File: config.mk
export PLATFORM = sky130hd
export DESIGN_NAME = job_queue
export DESIGN_NICKNAME = d
export VERILOG_FILES = /design/src/gfx_pkg.sv /design/src/job_queue.sv
export SDC_FILE = /design/constraint.sdc
export NUM_CORES = 1
export LEC_CHECK = 0
export BUFFER_PORTS_ARGS = -buffer_cell sky130_fd_sc_hd__buf_2
export CAP_MARGIN = 20
export CORE_MARGIN = 2
export CORE_UTILIZATION = 37
export DETAILED_ROUTE_END_ITERATION = 8
export PLACE_DENSITY = 0.64
export SLEW_MARGIN = 25
export SYNTH_ARGS = -nofsm -noshare
export SYNTH_HDL_FRONTEND = slang
export SYNTH_SLANG_ARGS = --single-unit
File: constraint.sdc
create_clock -name clk -period 3.9 [get_ports clk]
set_input_delay 0 -clock clk [delete_from_list [all_inputs] [get_ports clk]]
set_output_delay 0 -clock clk [all_outputs]
set_load 0.01 [all_outputs]
File: src/gfx_pkg.sv
package gfx_pkg;

    // line geometry
    localparam int LINE_IDX_W      = 9;
    localparam int PIXELS_PER_WORD = 8;

    // pixel and attribute field widths
    localparam int COLOUR_W  = 4;
    localparam int PALETTE_W = 3;
    localparam int ZDEPTH_W  = 3;

    // line buffer entry, palette in the upper bits and colour in the lower
    typedef logic [PALETTE_W+COLOUR_W-1:0] pixel_t;

    // one render job as queued by the host
    typedef struct packed {
        logic [LINE_IDX_W-1:0]               idx;
        logic [PIXELS_PER_WORD*COLOUR_W-1:0] data;
        logic                                hflip;
        logic [PALETTE_W-1:0]                palette;
        logic [ZDEPTH_W-1:0]                 zdepth;
        logic                                zdepth_init;
    } render_job_t;

    // sequencer states
    typedef enum logic {
        SEQ_IDLE,
        SEQ_RUN
    } seq_state_e;

endpackage

File: src/job_queue.sv
`timescale 1ns/1ps

module job_queue #(
    parameter int QUEUE_DEPTH = 4
) (
    input  logic                 clk,
    input  logic                 reset,

    // host side
    input  logic                 wr,
    input  gfx_pkg::render_job_t wr_job,
    output logic                 full,

    // sequencer side
    output gfx_pkg::render_job_t head,
    output logic                 empty,
    input  logic                 pop
);

    localparam int PTR_W = (QUEUE_DEPTH > 1) ? $clog2(QUEUE_DEPTH) : 1;
    localparam int CNT_W = $clog2(QUEUE_DEPTH + 1);

    gfx_pkg::render_job_t mem [QUEUE_DEPTH];

    logic [PTR_W-1:0] wr_ptr;
    logic [PTR_W-1:0] rd_ptr;
    logic [CNT_W-1:0] count;
    logic             do_push;
    logic             do_pop;

    // writes into a full queue are lost
    assign do_push = wr && !full;
    assign do_pop  = pop && !empty;

    always_ff @(posedge clk) begin
        if (do_push) begin
            mem[wr_ptr] <= wr_job;
        end
    end

    // pointers wrap on their own since the depth is a power of two
    always_ff @(posedge clk or posedge reset) begin
        if (reset) begin
            wr_ptr <= '0;
            rd_ptr <= '0;
            count  <= '0;
        end else begin
            if (do_push) wr_ptr <= wr_ptr + 1'b1;
            if (do_pop)  rd_ptr <= rd_ptr + 1'b1;
            if (do_push && !do_pop) begin
                count <= count + 1'b1;
            end else if (do_pop && !do_push) begin
                count <= count - 1'b1;
            end
        end
    end

    assign head  = mem[rd_ptr];
    assign empty = (count == '0);
    assign full  = (count == CNT_W'(QUEUE_DEPTH));

    a_not_empty_and_full: assert property (@(posedge clk) disable iff (reset) !(empty && full));

endmodule

==> results_dict.tcl <==
set metrics [dict create \
    met2_length_um 6537 \
    grt_pass1_wl_um 21550 \
    dp_hpwl_um 8606 \
    root_buffer "clkbuf_16" \
    route.layer.met1.wl_um 6220 \
    hold_violations 0 \
    ir_drop_uv 325.5 \
    clkTransAtPathRegs_ps 60 \
    slew-limit-headroom_pct 57.73 \
    clk_latency_ps 480 \
    regToRegSetupSlack_ps 1430 \
    layout_common_cells "196 x edfxtp_1, 103 x buf_2, 51 x dlygate4sd3_1" \
    setup_tns_ps 0 \
    ys_seq_elements 203 \
    cts_tree "built" \
    numCtsBuffers 20 \
    routabilityCongestion 0.7012 \
    finClkSkew_ps 7.216 \
    path_max_fanout 26 \
    critical_path_arrival_ps 2600 \
    finalInstanceArea_um2 9545 \
    critPathKind "flop to flop" \
    die_w_um 147.0 \
    endpoint_kind "flop" \
    start_util_pct 37.49 \
    top_layer "met4" \
    pre_cts_ws_ps 1383 \
    syn2layout_area_growth_pct 26.22 \
    slew_violations 0 \
    initialDrtViolationCount 206 \
    worst_slack_ps 1432 \
    fp.dieH_um 147.0 \
    antenna_left 0 \
    grt_use_total_pct 12.96 \
    num_vias 3546 \
    fmax_mhz 405.2 \
    syn_avg_cell_area_um2 25.81 \
    avgRoutedWirePerCell_um 18.59 \
    status "finished clean" \
    finalPower_uw 7018 \
    p_leak_uw 0.003307 \
    wl_um 13920 \
    final_common_cell "edfxtp_1" \
    rsz0062_at_grt "no" \
    ys_types 22 \
    antenna_found_initial 1 \
    drive_gt1_share_pct 41.21 \
    dr.pass1.iters 4 \
    syn_inst 293 \
    nNetsFinal 523 \
    rows 52 \
    cts_num_sinks 203 \
    grt_max_degree 41 \
    startpoint_type "flop" \
    fill_cells 1700 \
    maxCapViolCount 0 \
    yosysSeqAreaShare_pct 80.15 \
    tightest_slew_ps 634.0 \
    finalSetupViolations 0 \
    dieArea_um2 21600 \
    clockBufferDepth 3 \
    io_pins 104 \
    vias_per_cell 4.734 \
    ys_warn_count 0 \
    port_buffers 103 \
    synth_fp_nets 352 \
    hp-class "input port to async pin" \
    place_area_um2 8354 \
    gr-total-overflow 0 \
    remaining_drc_errors 0 \
    grt_pass1_vias 3806 \
    post_cts_buffers 0 \
    cts-hold-fix-buffers 51 \
    coreArea_um2 20170 \
    syn_area_um2 7562 \
    cts_resized 0 \
    period_needed_ps 2468 \
    wl_met3_um 897 \
    required_ps 4040 \
    cts_max_level 1 \
    period_share_pct 63.27 \
    p_per_area_nw_per_um2 735.2 \
]
[report_power, final]
group	internal [uW]	leakage, uW	switching [uW]
Combinational	954	0.00111	959
Sequential	2890	0.00188	275
Clock	1190	0.000323	749
[area by class of cell]
class,instances,area [um^2],area share [%]
well taps,270,337.8,3.539
clock inverters,10,131.4,1.376
clock buffers,26,544.3,5.702
diodes,1,2.502,0.02622
repair buffers,162,1106,11.59
inverters,4,15.01,0.1573
multi-input cells,73,1340,14.04
flip-flops and latches,203,6068,63.57
[sequential cells by signal, summed over array words and instances, names as in the netlist]
signal	flops
mem	196
wr_ptr	2
count	3
rd_ptr	2
[critical path, stage by stage (launching register included)]
cell	delay [ps]
dfrtp_1	410
nor3b_2	180
nor2b_1	400
and2_2	650
buf_4	470
[Yosys cell counts]
cell	instances	area share, %
edfxtp_1	196	78
mux4_2	48	14
dfrtp_1	7	2.3
buf_12	5	1.3
buf_2	5	0.33
ha_1	5	0.83
and2_1	4	0.33
inv_1	4	0.20
xnor2_1	4	0.46
buf_6	2	0.30
xor2_1	2	0.23
clkbuf_1	1	0.050
fa_1	1	0.26
mux2_2	1	0.15
mux2_4	1	0.20
mux4_1	1	0.35
nand2b_1	1	0.083
nand3b_1	1	0.099
nor2_1	1	0.050
nor2b_1	1	0.083
nor3_1	1	0.066
nor3b_2	1	0.17
[path summary, 6_finish.rpt]
kind,startpoint,endpoint,cells past startpoint
max in group asynchronous,reset,rd_ptr[0],3
setup / recovery,count[2],mem[1][14],4
min in group clk,wr,wr_ptr[0],3
setup reg to reg,count[2],mem[1][14],4
hold / removal,reset,wr_ptr[1],3
hold reg to reg,count[2],count[2],1
[kinds of logic after synthesis]
| family | after synthesis | synth area share [%] |
|---|---|---|
| flip-flops | 203 | 80.15 |
| multiplexers | 51 | 14.99 |
| buffers and inverters | 17 | 2.200 |
| AND/OR/NAND/NOR | 10 | 0.8769 |
| XOR/XNOR | 6 | 0.6949 |
| adder cells (fa/ha/maj) | 6 | 1.092 |
[stage by stage]
step / instances / utilization, % / hold slack, ps
after CTS: 748 / 47.30 / 2.789
after floorplan: 293 / - / -196.6
after global placement: 660 / 41.28 / -56.10
after global routing: 748 / 47.31 / 27.87
after detailed placement: 661 / 41.42 / -37.34
final: 749 / 47.33 / 17.26
[metal layers]
layer / track usage (%) / vias up
met1: 18.16 / 1836
met2: 20.35 / 102
met5: 0 / -
li1: - / 1586
met4: 3.894 / 0
met3: 3.261 / 22
No activity file was read; power rests on OpenSTA's default activity.
