<file path="config.mk">
export PLATFORM = sky130hd
export DESIGN_NAME = render_sequencer_flat
export DESIGN_NICKNAME = d
export VERILOG_FILES = /design/src/gfx_pkg.sv /design/src/render_if.sv /design/src/render_sequencer.sv /design/src/flat_wrapper.sv
export SDC_FILE = /design/constraint.sdc
export NUM_CORES = 1
export LEC_CHECK = 0
export ABC_AREA = 1
export BUFFER_PORTS_ARGS = -buffer_cell sky130_fd_sc_hd__buf_2
export CORE_ASPECT_RATIO = 0.8
export CORE_MARGIN = 4
export CORE_UTILIZATION = 40
export DETAILED_ROUTE_END_ITERATION = 6
export GPL_ROUTABILITY_DRIVEN = 0
export PLACE_DENSITY = 0.88
export SLEW_MARGIN = 20
export SYNTH_ARGS = -nofsm -noshare
export SYNTH_HDL_FRONTEND = slang
export SYNTH_SLANG_ARGS = --single-unit
</file>
<file path="constraint.sdc">
create_clock -name clk -period 2.31 [get_ports clk]
set_input_delay 0.1155 -clock clk [delete_from_list [all_inputs] [get_ports clk]]
set_output_delay 0.1155 -clock clk [all_outputs]
set_load 0.02 [all_outputs]
</file>
<file path="src/gfx_pkg.sv">
package gfx_pkg;

    // line geometry
    localparam int LINE_IDX_W      = 9;
    localparam int PIXELS_PER_WORD = 8;

    // pixel and attribute field widths
    localparam int COLOUR_W  = 4;
    localparam int PALETTE_W = 3;
    localparam int ZDEPTH_W  = 3;

    // line buffer entry, palette in the upper bits and colour in the lower
    typedef logic [PALETTE_W+COLOUR_W-1:0] pixel_t;

    // one render job as queued by the host
    typedef struct packed {
        logic [LINE_IDX_W-1:0]               idx;
        logic [PIXELS_PER_WORD*COLOUR_W-1:0] data;
        logic                                hflip;
        logic [PALETTE_W-1:0]                palette;
        logic [ZDEPTH_W-1:0]                 zdepth;
        logic                                zdepth_init;
    } render_job_t;

    // sequencer states
    typedef enum logic {
        SEQ_IDLE,
        SEQ_RUN
    } seq_state_e;

endpackage

</file>
<file path="src/render_if.sv">
`timescale 1ns/1ps

// job handoff between the sequencer and the renderer
interface render_if;

    // job word, held stable while the renderer works on it
    gfx_pkg::render_job_t job;

    // single-cycle request to begin a job
    logic start;

    // high for the eight write cycles of a job
    logic busy;

    // marks the cycle of the eighth write
    logic last_pixel;

    modport seq (
        output job,
        output start,
        input  busy,
        input  last_pixel
    );

    modport rend (
        input  job,
        input  start,
        output busy,
        output last_pixel
    );

endinterface

</file>
<file path="src/render_sequencer.sv">
`timescale 1ns/1ps

module render_sequencer (
    input  logic                 clk,
    input  logic                 reset,

    // queue side
    input  gfx_pkg::render_job_t head,
    input  logic                 empty,
    output logic                 pop,

    // high whenever a job is in flight
    output logic                 active,

    render_if.seq                rif
);

    gfx_pkg::seq_state_e  state, state_next;
    gfx_pkg::render_job_t job_q;
    logic                 start_q;

    always_comb begin
        state_next = state;
        pop        = 1'b0;

        case (state)
            gfx_pkg::SEQ_IDLE: begin
                if (!empty) begin
                    pop        = 1'b1;
                    state_next = gfx_pkg::SEQ_RUN;
                end
            end
            gfx_pkg::SEQ_RUN: begin
                // chain the next job off the final pixel of the current one
                if (rif.last_pixel && !empty) begin
                    pop = 1'b1;
                end else if (!rif.busy && !start_q) begin
                    state_next = gfx_pkg::SEQ_IDLE;
                end
            end
            default: state_next = gfx_pkg::SEQ_IDLE;
        endcase
    end

    always_ff @(posedge clk or posedge reset) begin
        if (reset) begin
            state   <= gfx_pkg::SEQ_IDLE;
            start_q <= 1'b0;
        end else begin
            state   <= state_next;
            start_q <= pop;
        end
    end

    always_ff @(posedge clk) begin
        if (pop) begin
            job_q <= head;
        end
    end

    assign rif.job   = job_q;
    assign rif.start = start_q;
    assign active    = (state == gfx_pkg::SEQ_RUN);

    a_start_single: assert property (@(posedge clk) disable iff (reset) start_q |=> !start_q);

endmodule

</file>
<file path="src/flat_wrapper.sv">
// flat-port wrapper written by rule: the top's interface ports become plain ports
module render_sequencer_flat 
  (clk, reset, head, empty, pop, active, rif_job, rif_start, rif_busy, rif_last_pixel);
  render_if rif_i ();
  input  logic clk;
  input  logic reset;
  input  gfx_pkg::render_job_t head;
  input  logic empty;
  output logic pop;
  output logic active;
  output wire logic [$bits(rif_i.job)-1:0] rif_job;
  output wire logic [$bits(rif_i.start)-1:0] rif_start;
  input wire logic [$bits(rif_i.busy)-1:0] rif_busy;
  input wire logic [$bits(rif_i.last_pixel)-1:0] rif_last_pixel;
  assign rif_job = rif_i.job;
  assign rif_start = rif_i.start;
  assign rif_i.busy = rif_busy;
  assign rif_i.last_pixel = rif_last_pixel;
  render_sequencer u_core (.clk(clk), .reset(reset), .head(head), .empty(empty), .pop(pop), .active(active), .rif(rif_i));
endmodule
</file>
==> results of run 1 <==
registers in the layout, summed over array words and instances, names as in the netlist:
register,flops
u_core.rif.job,49
u_core.active,1
u_core.rif.start,1
cell type report:
class / instances / area share
Clock buffer: 5 / 0.0248
Clock inverter: 2 / 0.0136
Inverter: 4 / 0.00542
Multi-Input combinational cell: 4 / 0.00587
Sequential cell: 51 / 0.549
Tap cell: 52 / 0.0235
Timing Repair Buffer: 156 / 0.378
routing by layer:
layer / wire (um) / share of wire / up-vias
met5: 0 / 0 / -
met1: 1630 / 0.35 / 563
met3: 516 / 0.11 / 16
li1: - / - / 547
met4: 153 / 0.033 / 0
met2: 2330 / 0.50 / 89
kinds of logic (layout without fill, tap and decap cells):
kind of cell | after synthesis | after routing | share of synthesized area
buffers and inverters | 4 | 167 | 0.00967
AOI/OAI and AO/OA | 1 | 1 | 0.00322
DFF | 51 | 51 | 0.980
and+or+nand+nor | 3 | 3 | 0.00725
cell usage in the layout, fill, tap and decap left out:
master	netlist	routed
dfrtp_1	2	2
inv_1	4	3
clkinvlp_4	0	1
inv_2	0	1
o21ai_1	1	1
buf_12	0	1
nand2_1	3	3
clkbuf_8	0	5
dlygate4sd3_1	0	50
edfxtp_1	49	49
buf_2	0	105
bufinv_16	0	1
report_power, final:
| group | switching [mW] | leakage [nW] | internal [mW] | total [mW] |
|---|---|---|---|---|
| Clock | 0.281 | 0.0502 | 0.317 | 0.598 |
| Sequential | 0.0179 | 0.491 | 1.09 | 1.11 |
| Combinational | 0.160 | 0.663 | 0.133 | 0.293 |
per-stage QoR:
step | instances | instance area [um2] | setup WS [ns] | utilization | total power, mW
after CTS | 273 | 2760 | 0.618 | 0.769 | 1.99
after global routing | 274 | 2770 | 0.514 | 0.772 | 2.08
after global placement | 217 | 2160 | 0.999 | 0.603 | 1.34
after detailed placement | 217 | 2160 | 0.952 | 0.603 | 1.35
after floorplan | 59 | 1550 | 0.218 | - | 1.23
final | 274 | 2770 | 0.645 | 0.772 | 2.00
path summary, 6_finish.rpt:
kind	startpoint	endpoint	slack, ns
min in group asynchronous	reset	u_core.rif.start$_DFF_PP0_	0.22
max	u_core.active$_DFF_PP0_	pop	0.64
min reg2reg	u_core.rif.start$_DFF_PP0_	u_core.active$_DFF_PP0_	0.49
max reg2reg	u_core.active$_DFF_PP0_	u_core.rif.job[24]$_DFFE_PP_	0.97
min	rif_busy	u_core.active$_DFF_PP0_	0.03
max in group asynchronous	reset	u_core.active$_DFF_PP0_	1.99
what timing repair did:
action / in CTS / in global routing
endpoints found under the setup margin: 0 / 0
hold endpoints to repair: 50 / 1
hold buffers: 49 / 1
gates resized for setup: 0 / 0
critical path, stage by stage, from the launching register on:
cell,delay [ns]
dfrtp_1,0.40
nand2_1,0.07
nand2_1,0.07
inv_2,0.23
buf_12,0.27
buf_2,0.21
==> reports/metrics.yaml, run 1 <==
synth:
  synth.top_cell.area_share: 0.948
  yosysWarnings: 0
  ys_seq_elements: 51
  ys_top_cells_by_count: "49 x edfxtp_1, 4 x inv_1, 3 x nand2_1, 2 x dfrtp_1, 1 x o21ai_1"
  synthArstFlopShare: 0.0392
  synthCells: 59
  yosys-top-cells-area: "edfxtp_1 95%, dfrtp_1 3.2%, inv_1 0.97%"
  ys_seq_area_frac: 0.980
  ys.flop_type: "edfxtp_1"
  yosysTopAreaCell: "edfxtp_1"
  ys_types: 5
  yosysMostFrequentCell: "edfxtp_1"
  netlist_area_um2: 1550
  synth_fp_nets: 113
  synth_edf_count: 49
  synth_area_per_cell_um2: 26.3
clock_network:
  path_clk_slew_ns: 0.08
  cts_setup_buffers: 0
  clockBufferDepth: 2
  htree_num_levels: 2
  numCtsBuffers: 5
  clock-sinks: 51
  root_buffer: "clkbuf_8"
  cts_tree: "built"
  worstSkewPairLatency_ns: 0.31
global_routing:
  grt_pass1_wl_um: 7040
  grt_max_degree: 40
  use_met1: 0.194
  gr-total-overflow: 0
  grt_pass1_vias: 1329
  use_met3: 0.0926
  grt_use_met2: 0.342
  grt_use_total: 0.195
  top_usage_layer: "met2"
  grt_antenna_before_repair: 0
setup_path:
  cp-end-kind: "output port"
  worstPathArrival_ns: 1.55
  critical_path_class: "register to output port"
  crit_fanout: 39
  reg2regPathDepth: 4
  required_ns: 2.19
  cp-start-kind: "register"
timing:
  worstMarginPinSlew_ns: 0.287
  final-max-slew-violation-count: 0
  min_period_ns: 1.67
  setup_viol: 0
  fmax_ghz: 0.601
  clock_skew_ns: 0.0106
  slew_headroom: 0.808
  post-route-period-util: 0.721
  final_hold_viol_count: 0
  worst_hold_slack_ns: 0.0272
  rsz0062_at_grt: "false"
  tns_ns: 0
route:
  postRouteAntennaNets: 0
  vias_per_cell: 4.43
  wire_per_inst_um: 16.9
  vias: 1215
  drc: 0
  first_pass_iters: 4
  drt_iter0_drc: 57
  routed_wl_um: 4630
job:
  maxCapViolations: 0
worst_hold_path:
  hold_class: "primary input to register"
  min_path_cells: 3
status:
  outcome: "finished clean"
floorplanning:
  core_um2: 3590
  io_pins: 106
  start_util: 0.433
  rows: 19
  fp.dieW_um: 77.7
  dieArea_um2: 4950
  die_h_um: 63.7
power:
  power.density_nw_per_um2: 721
  leakage_nw: 1.20
  ir_drop_mv: 0.645
cells_and_area:
  multi_input_comb_area_um2: 16.3
  seqCellArea_um2: 1520
  fill_cells: 210
  drive_gt1_frac: 0.514
  areaGrowthSynthToFinish_pct: 78.4
  finalNetCount: 276
  diodes: 0
placed_design:
  dpl.hpwl_um: 2520
  portBuffers: 105
(Power assumes the default switching activity.)
==> run 2, diff against run 1 <==
--- a/config.mk
+++ b/config.mk
@@ -5,7 +5,7 @@
 export SDC_FILE = /design/constraint.sdc
 export NUM_CORES = 1
 export LEC_CHECK = 0
-export ABC_AREA = 1
+export ABC_AREA = 0
 export BUFFER_PORTS_ARGS = -buffer_cell sky130_fd_sc_hd__buf_2
 export CORE_ASPECT_RATIO = 0.8
 export CORE_MARGIN = 4
==> constraint.sdc (replaced) <==
create_clock -name clk -period 1.7 [get_ports clk]
set_input_delay 0.085 -clock clk [delete_from_list [all_inputs] [get_ports clk]]
set_output_delay 0.085 -clock clk [all_outputs]
set_load 0.02 [all_outputs]
==> run 2 against run 1 <==
- utilization up 0.42 points
- routed wire length up 12%
- clock-buffer cell count grew 1
- via count rose by 0.58%
- power grew 38%
- non-clock buffer count increased by 1
- register-to-register slack worse by 0.67 ns
- clock skew shrank 0.0020 ns
- flip-flop and latch count unchanged
- critical path depth is 1 lower
- sequential share of layout area decreased by 0.25 points
- critical path type unchanged
- critical endpoint unchanged
- largest cell class unchanged
==> reports/metrics.yaml, run 2 <==
route:
  vias_per_cell: 4.48  # was 4.43
  routed_wl_um: 5190  # was 4630 um
  drt_iter0_drc: 61  # was 57
  wire_per_inst_um: 19.0  # was 16.9 um
  drc: 0  # unchanged
  first_pass_iters: 5  # was 4
  postRouteAntennaNets: 0  # unchanged
  vias: 1222  # was 1,215
clock_network:
  clock-sinks: 51  # unchanged
  path_clk_slew_ns: 0.09  # was 0.08 ns
  cts_tree: "built"  # unchanged
  numCtsBuffers: 5  # unchanged
  root_buffer: "clkbuf_8"  # unchanged
  htree_num_levels: 2  # unchanged
  clockBufferDepth: 2  # unchanged
  worstSkewPairLatency_ns: 0.30  # was 0.31 ns
  cts_setup_buffers: 0  # unchanged
cells_and_area:
  finalNetCount: 274  # was 276
  areaGrowthSynthToFinish_pct: 79.4  # was 78.4%
  fill_cells: 185  # was 210
  layout_commonest_cell: "buf_2"  # unchanged
  design_area_um2: 2790  # was 2770 um2
  largest_reg_flops: 49  # unchanged
  layout_common_cells: "105 x buf_2, 50 x dlygate4sd3_1, 49 x edfxtp_1"  # unchanged
  multi_input_comb_area_um2: 35.0  # was 16.3 um2
  drive_gt1_frac: 0.534  # was 0.514
  seqCellArea_um2: 1520  # about the same
  diodes: 0  # unchanged
  fin_util: 0.776  # was 0.772
floorplanning:
  start_util: 0.433  # unchanged
  die_h_um: 63.7  # unchanged
  dieArea_um2: 4950  # unchanged
  rows: 19  # unchanged
  fp.dieW_um: 77.7  # unchanged
  io_pins: 106  # unchanged
  core_um2: 3590  # unchanged
synth:
  yosysMostFrequentCell: "edfxtp_1"  # unchanged
  synthCells: 56  # was 59
  synth_area_per_cell_um2: 27.7  # was 26.3 um2
  yosysTopAreaCell: "edfxtp_1"  # unchanged
  yosysWarnings: 0  # unchanged
  ys.flop_type: "edfxtp_1"  # unchanged
  netlist_area_um2: 1550  # unchanged
  synth_edf_count: 49  # unchanged
  ys_types: 7  # was 5
  ys_seq_area_frac: 0.980  # unchanged
  synthArstFlopShare: 0.0392  # unchanged
  yosys-top-cells-area: "edfxtp_1 95%, dfrtp_1 3.2%, nor2b_4 0.89%"  # was edfxtp_1 95%, dfrtp_1 3.2%, inv_1 0.97%
  synth_fp_nets: 110  # was 113
  ys_top_cells_by_count: "49 x edfxtp_1, 2 x dfrtp_1"  # was 49 x edfxtp_1, 4 x inv_1, 3 x nand2_1, 2 x dfrtp_1, 1 x o21ai_1
  synth.top_cell.area_share: 0.948  # unchanged
  ys_seq_elements: 51  # unchanged
placed_design:
  portBuffers: 105  # unchanged
  dpl.hpwl_um: 2830  # was 2520 um
  place_area_um2: 2170  # was 2160 um2
timing:
  rsz0062_at_grt: "false"  # unchanged
  worstMarginPinSlew_ns: 0.377  # was 0.287 ns
  setup_viol: 0  # unchanged
  final_hold_viol_count: 0  # unchanged
  post-route-period-util: 0.931
  clock_skew_ns: 0.00853  # was 0.0106 ns
  final-max-slew-violation-count: 0  # unchanged
  min_period_ns: 1.58
  worst_hold_slack_ns: 0.0452  # was 0.0272 ns
  slew_headroom: 0.749  # was 0.808
  fmax_ghz: 0.632
setup_path:
  required_ns: 1.62  # was 2.19 ns
  r2r_slack_ns: 0.30  # was 0.97 ns
  reg2reg_from: "u_core.active$_DFF_PP0_"  # unchanged
  reg2regPathDepth: 3  # was 4
  timing.rr.end: "u_core.rif.job[16]$_DFFE_PP_"  # was u_core.rif.job[24]$_DFFE_PP_
  critical_path_class: "register to output port"  # unchanged
  crit_fanout: 20  # was 39
  worstPathArrival_ns: 1.50  # was 1.55 ns
  cp-end-kind: "output port"  # unchanged
  cp-start-kind: "register"  # unchanged
worst_hold_path:
  worstHoldStart: "empty"  # was rif_busy
  hold_end: "u_core.active$_DFF_PP0_"  # unchanged
  hold_class: "primary input to register"  # unchanged
  min_path_cells: 2  # was 3
power:
  leakage_nw: 1.20  # about the same
  power.density_nw_per_um2: 992  # was 721 nW/um2
  ir_drop_mv: 0.813  # was 0.645 mV
  total_power_mw: 2.76  # was 2.00 mW
global_routing:
  grt_max_degree: 32  # was 40
  grt_pass1_vias: 1307  # was 1,329
  grt_antenna_before_repair: 0  # unchanged
  grt_pass1_wl_um: 7680  # was 7040 um
  grt_use_total: 0.218  # was 0.195
  gr-total-overflow: 0  # unchanged
status:
  outcome: "finished clean"  # unchanged
job:
  maxCapViolations: 0  # unchanged
==> run 2: stage by stage <==
step                worst slack [ns]  setup TNS [ns]  instances
floorplan                     -0.131           -6.43         56
global placement               0.393               0        215
detailed placement             0.340               0        215
CTS                            0.165               0        273
global route                  0.0637               0        273
finish                         0.118               0        273
==> run 2: worst max-delay path by stage <==
stage / startpoint / end / slack [ns]
2_1_floorplan: u_core.active$_DFF_PP0_ / u_core.rif.job[0]$_DFFE_PP_ / -0.13
3_3_place_gp: u_core.active$_DFF_PP0_ / u_core.rif.job[16]$_DFFE_PP_ / 0.39
3_5_place_dp: u_core.active$_DFF_PP0_ / u_core.rif.job[36]$_DFFE_PP_ / 0.34
4_1_cts: u_core.active$_DFF_PP0_ / pop / 0.17
5_1_grt: u_core.active$_DFF_PP0_ / pop / 0.06
6_report: u_core.active$_DFF_PP0_ / pop / 0.12
==> run 2: worst max-delay path, cell delays in order, from the launching register on <==
cell and delay, ns:
dfrtp_2 0.43, nor2b_4 0.15, nor2_4 0.11, buf_4 0.27, buf_2 0.22
==> run 2: timing repair <==
item / 4_1_cts / 5_1_grt
hold buffers: 50 / 0
endpoints found under the hold margin: 51 / 0
gates resized for setup: 0 / 0
==> run 2: power by group <==
group / total [mW] / internal [mW] / switching [mW]
Combinational: 0.411 / 0.183 / 0.228
Clock: 0.847 / 0.476 / 0.371
Sequential: 1.51 / 1.48 / 0.0268
==> run 2: per-layer routing <==
| layer | vias up | GRT usage | part of all wire |
|---|---|---|---|
| li1 | 546 | - | - |
| met1 | 590 | 0.231 | 0.34 |
| met2 | 75 | 0.401 | 0.55 |
| met3 | 11 | 0.0726 | 0.094 |
| met4 | 0 | 0.0844 | 0.022 |
| met5 | - | 0 | 0 |
==> run 2: cells by family after synthesis <==
| group | share of synthesized area |
|---|---|
| and+or+nand+nor | 0.0113 |
| AOI/OAI and AO/OA | 0.00644 |
| buffers and inverters | 0.00242 |
| DFF | 0.980 |
==> run 2: final cells by class <==
cell class,count,share of cell area
flip-flops and latches,51,0.547
repair buffers,157,0.374
clock buffers,6,0.0296
well taps,52,0.0234
multi-input cells,4,0.0126
clock inverters,2,0.0126
inverters,1,0.00135
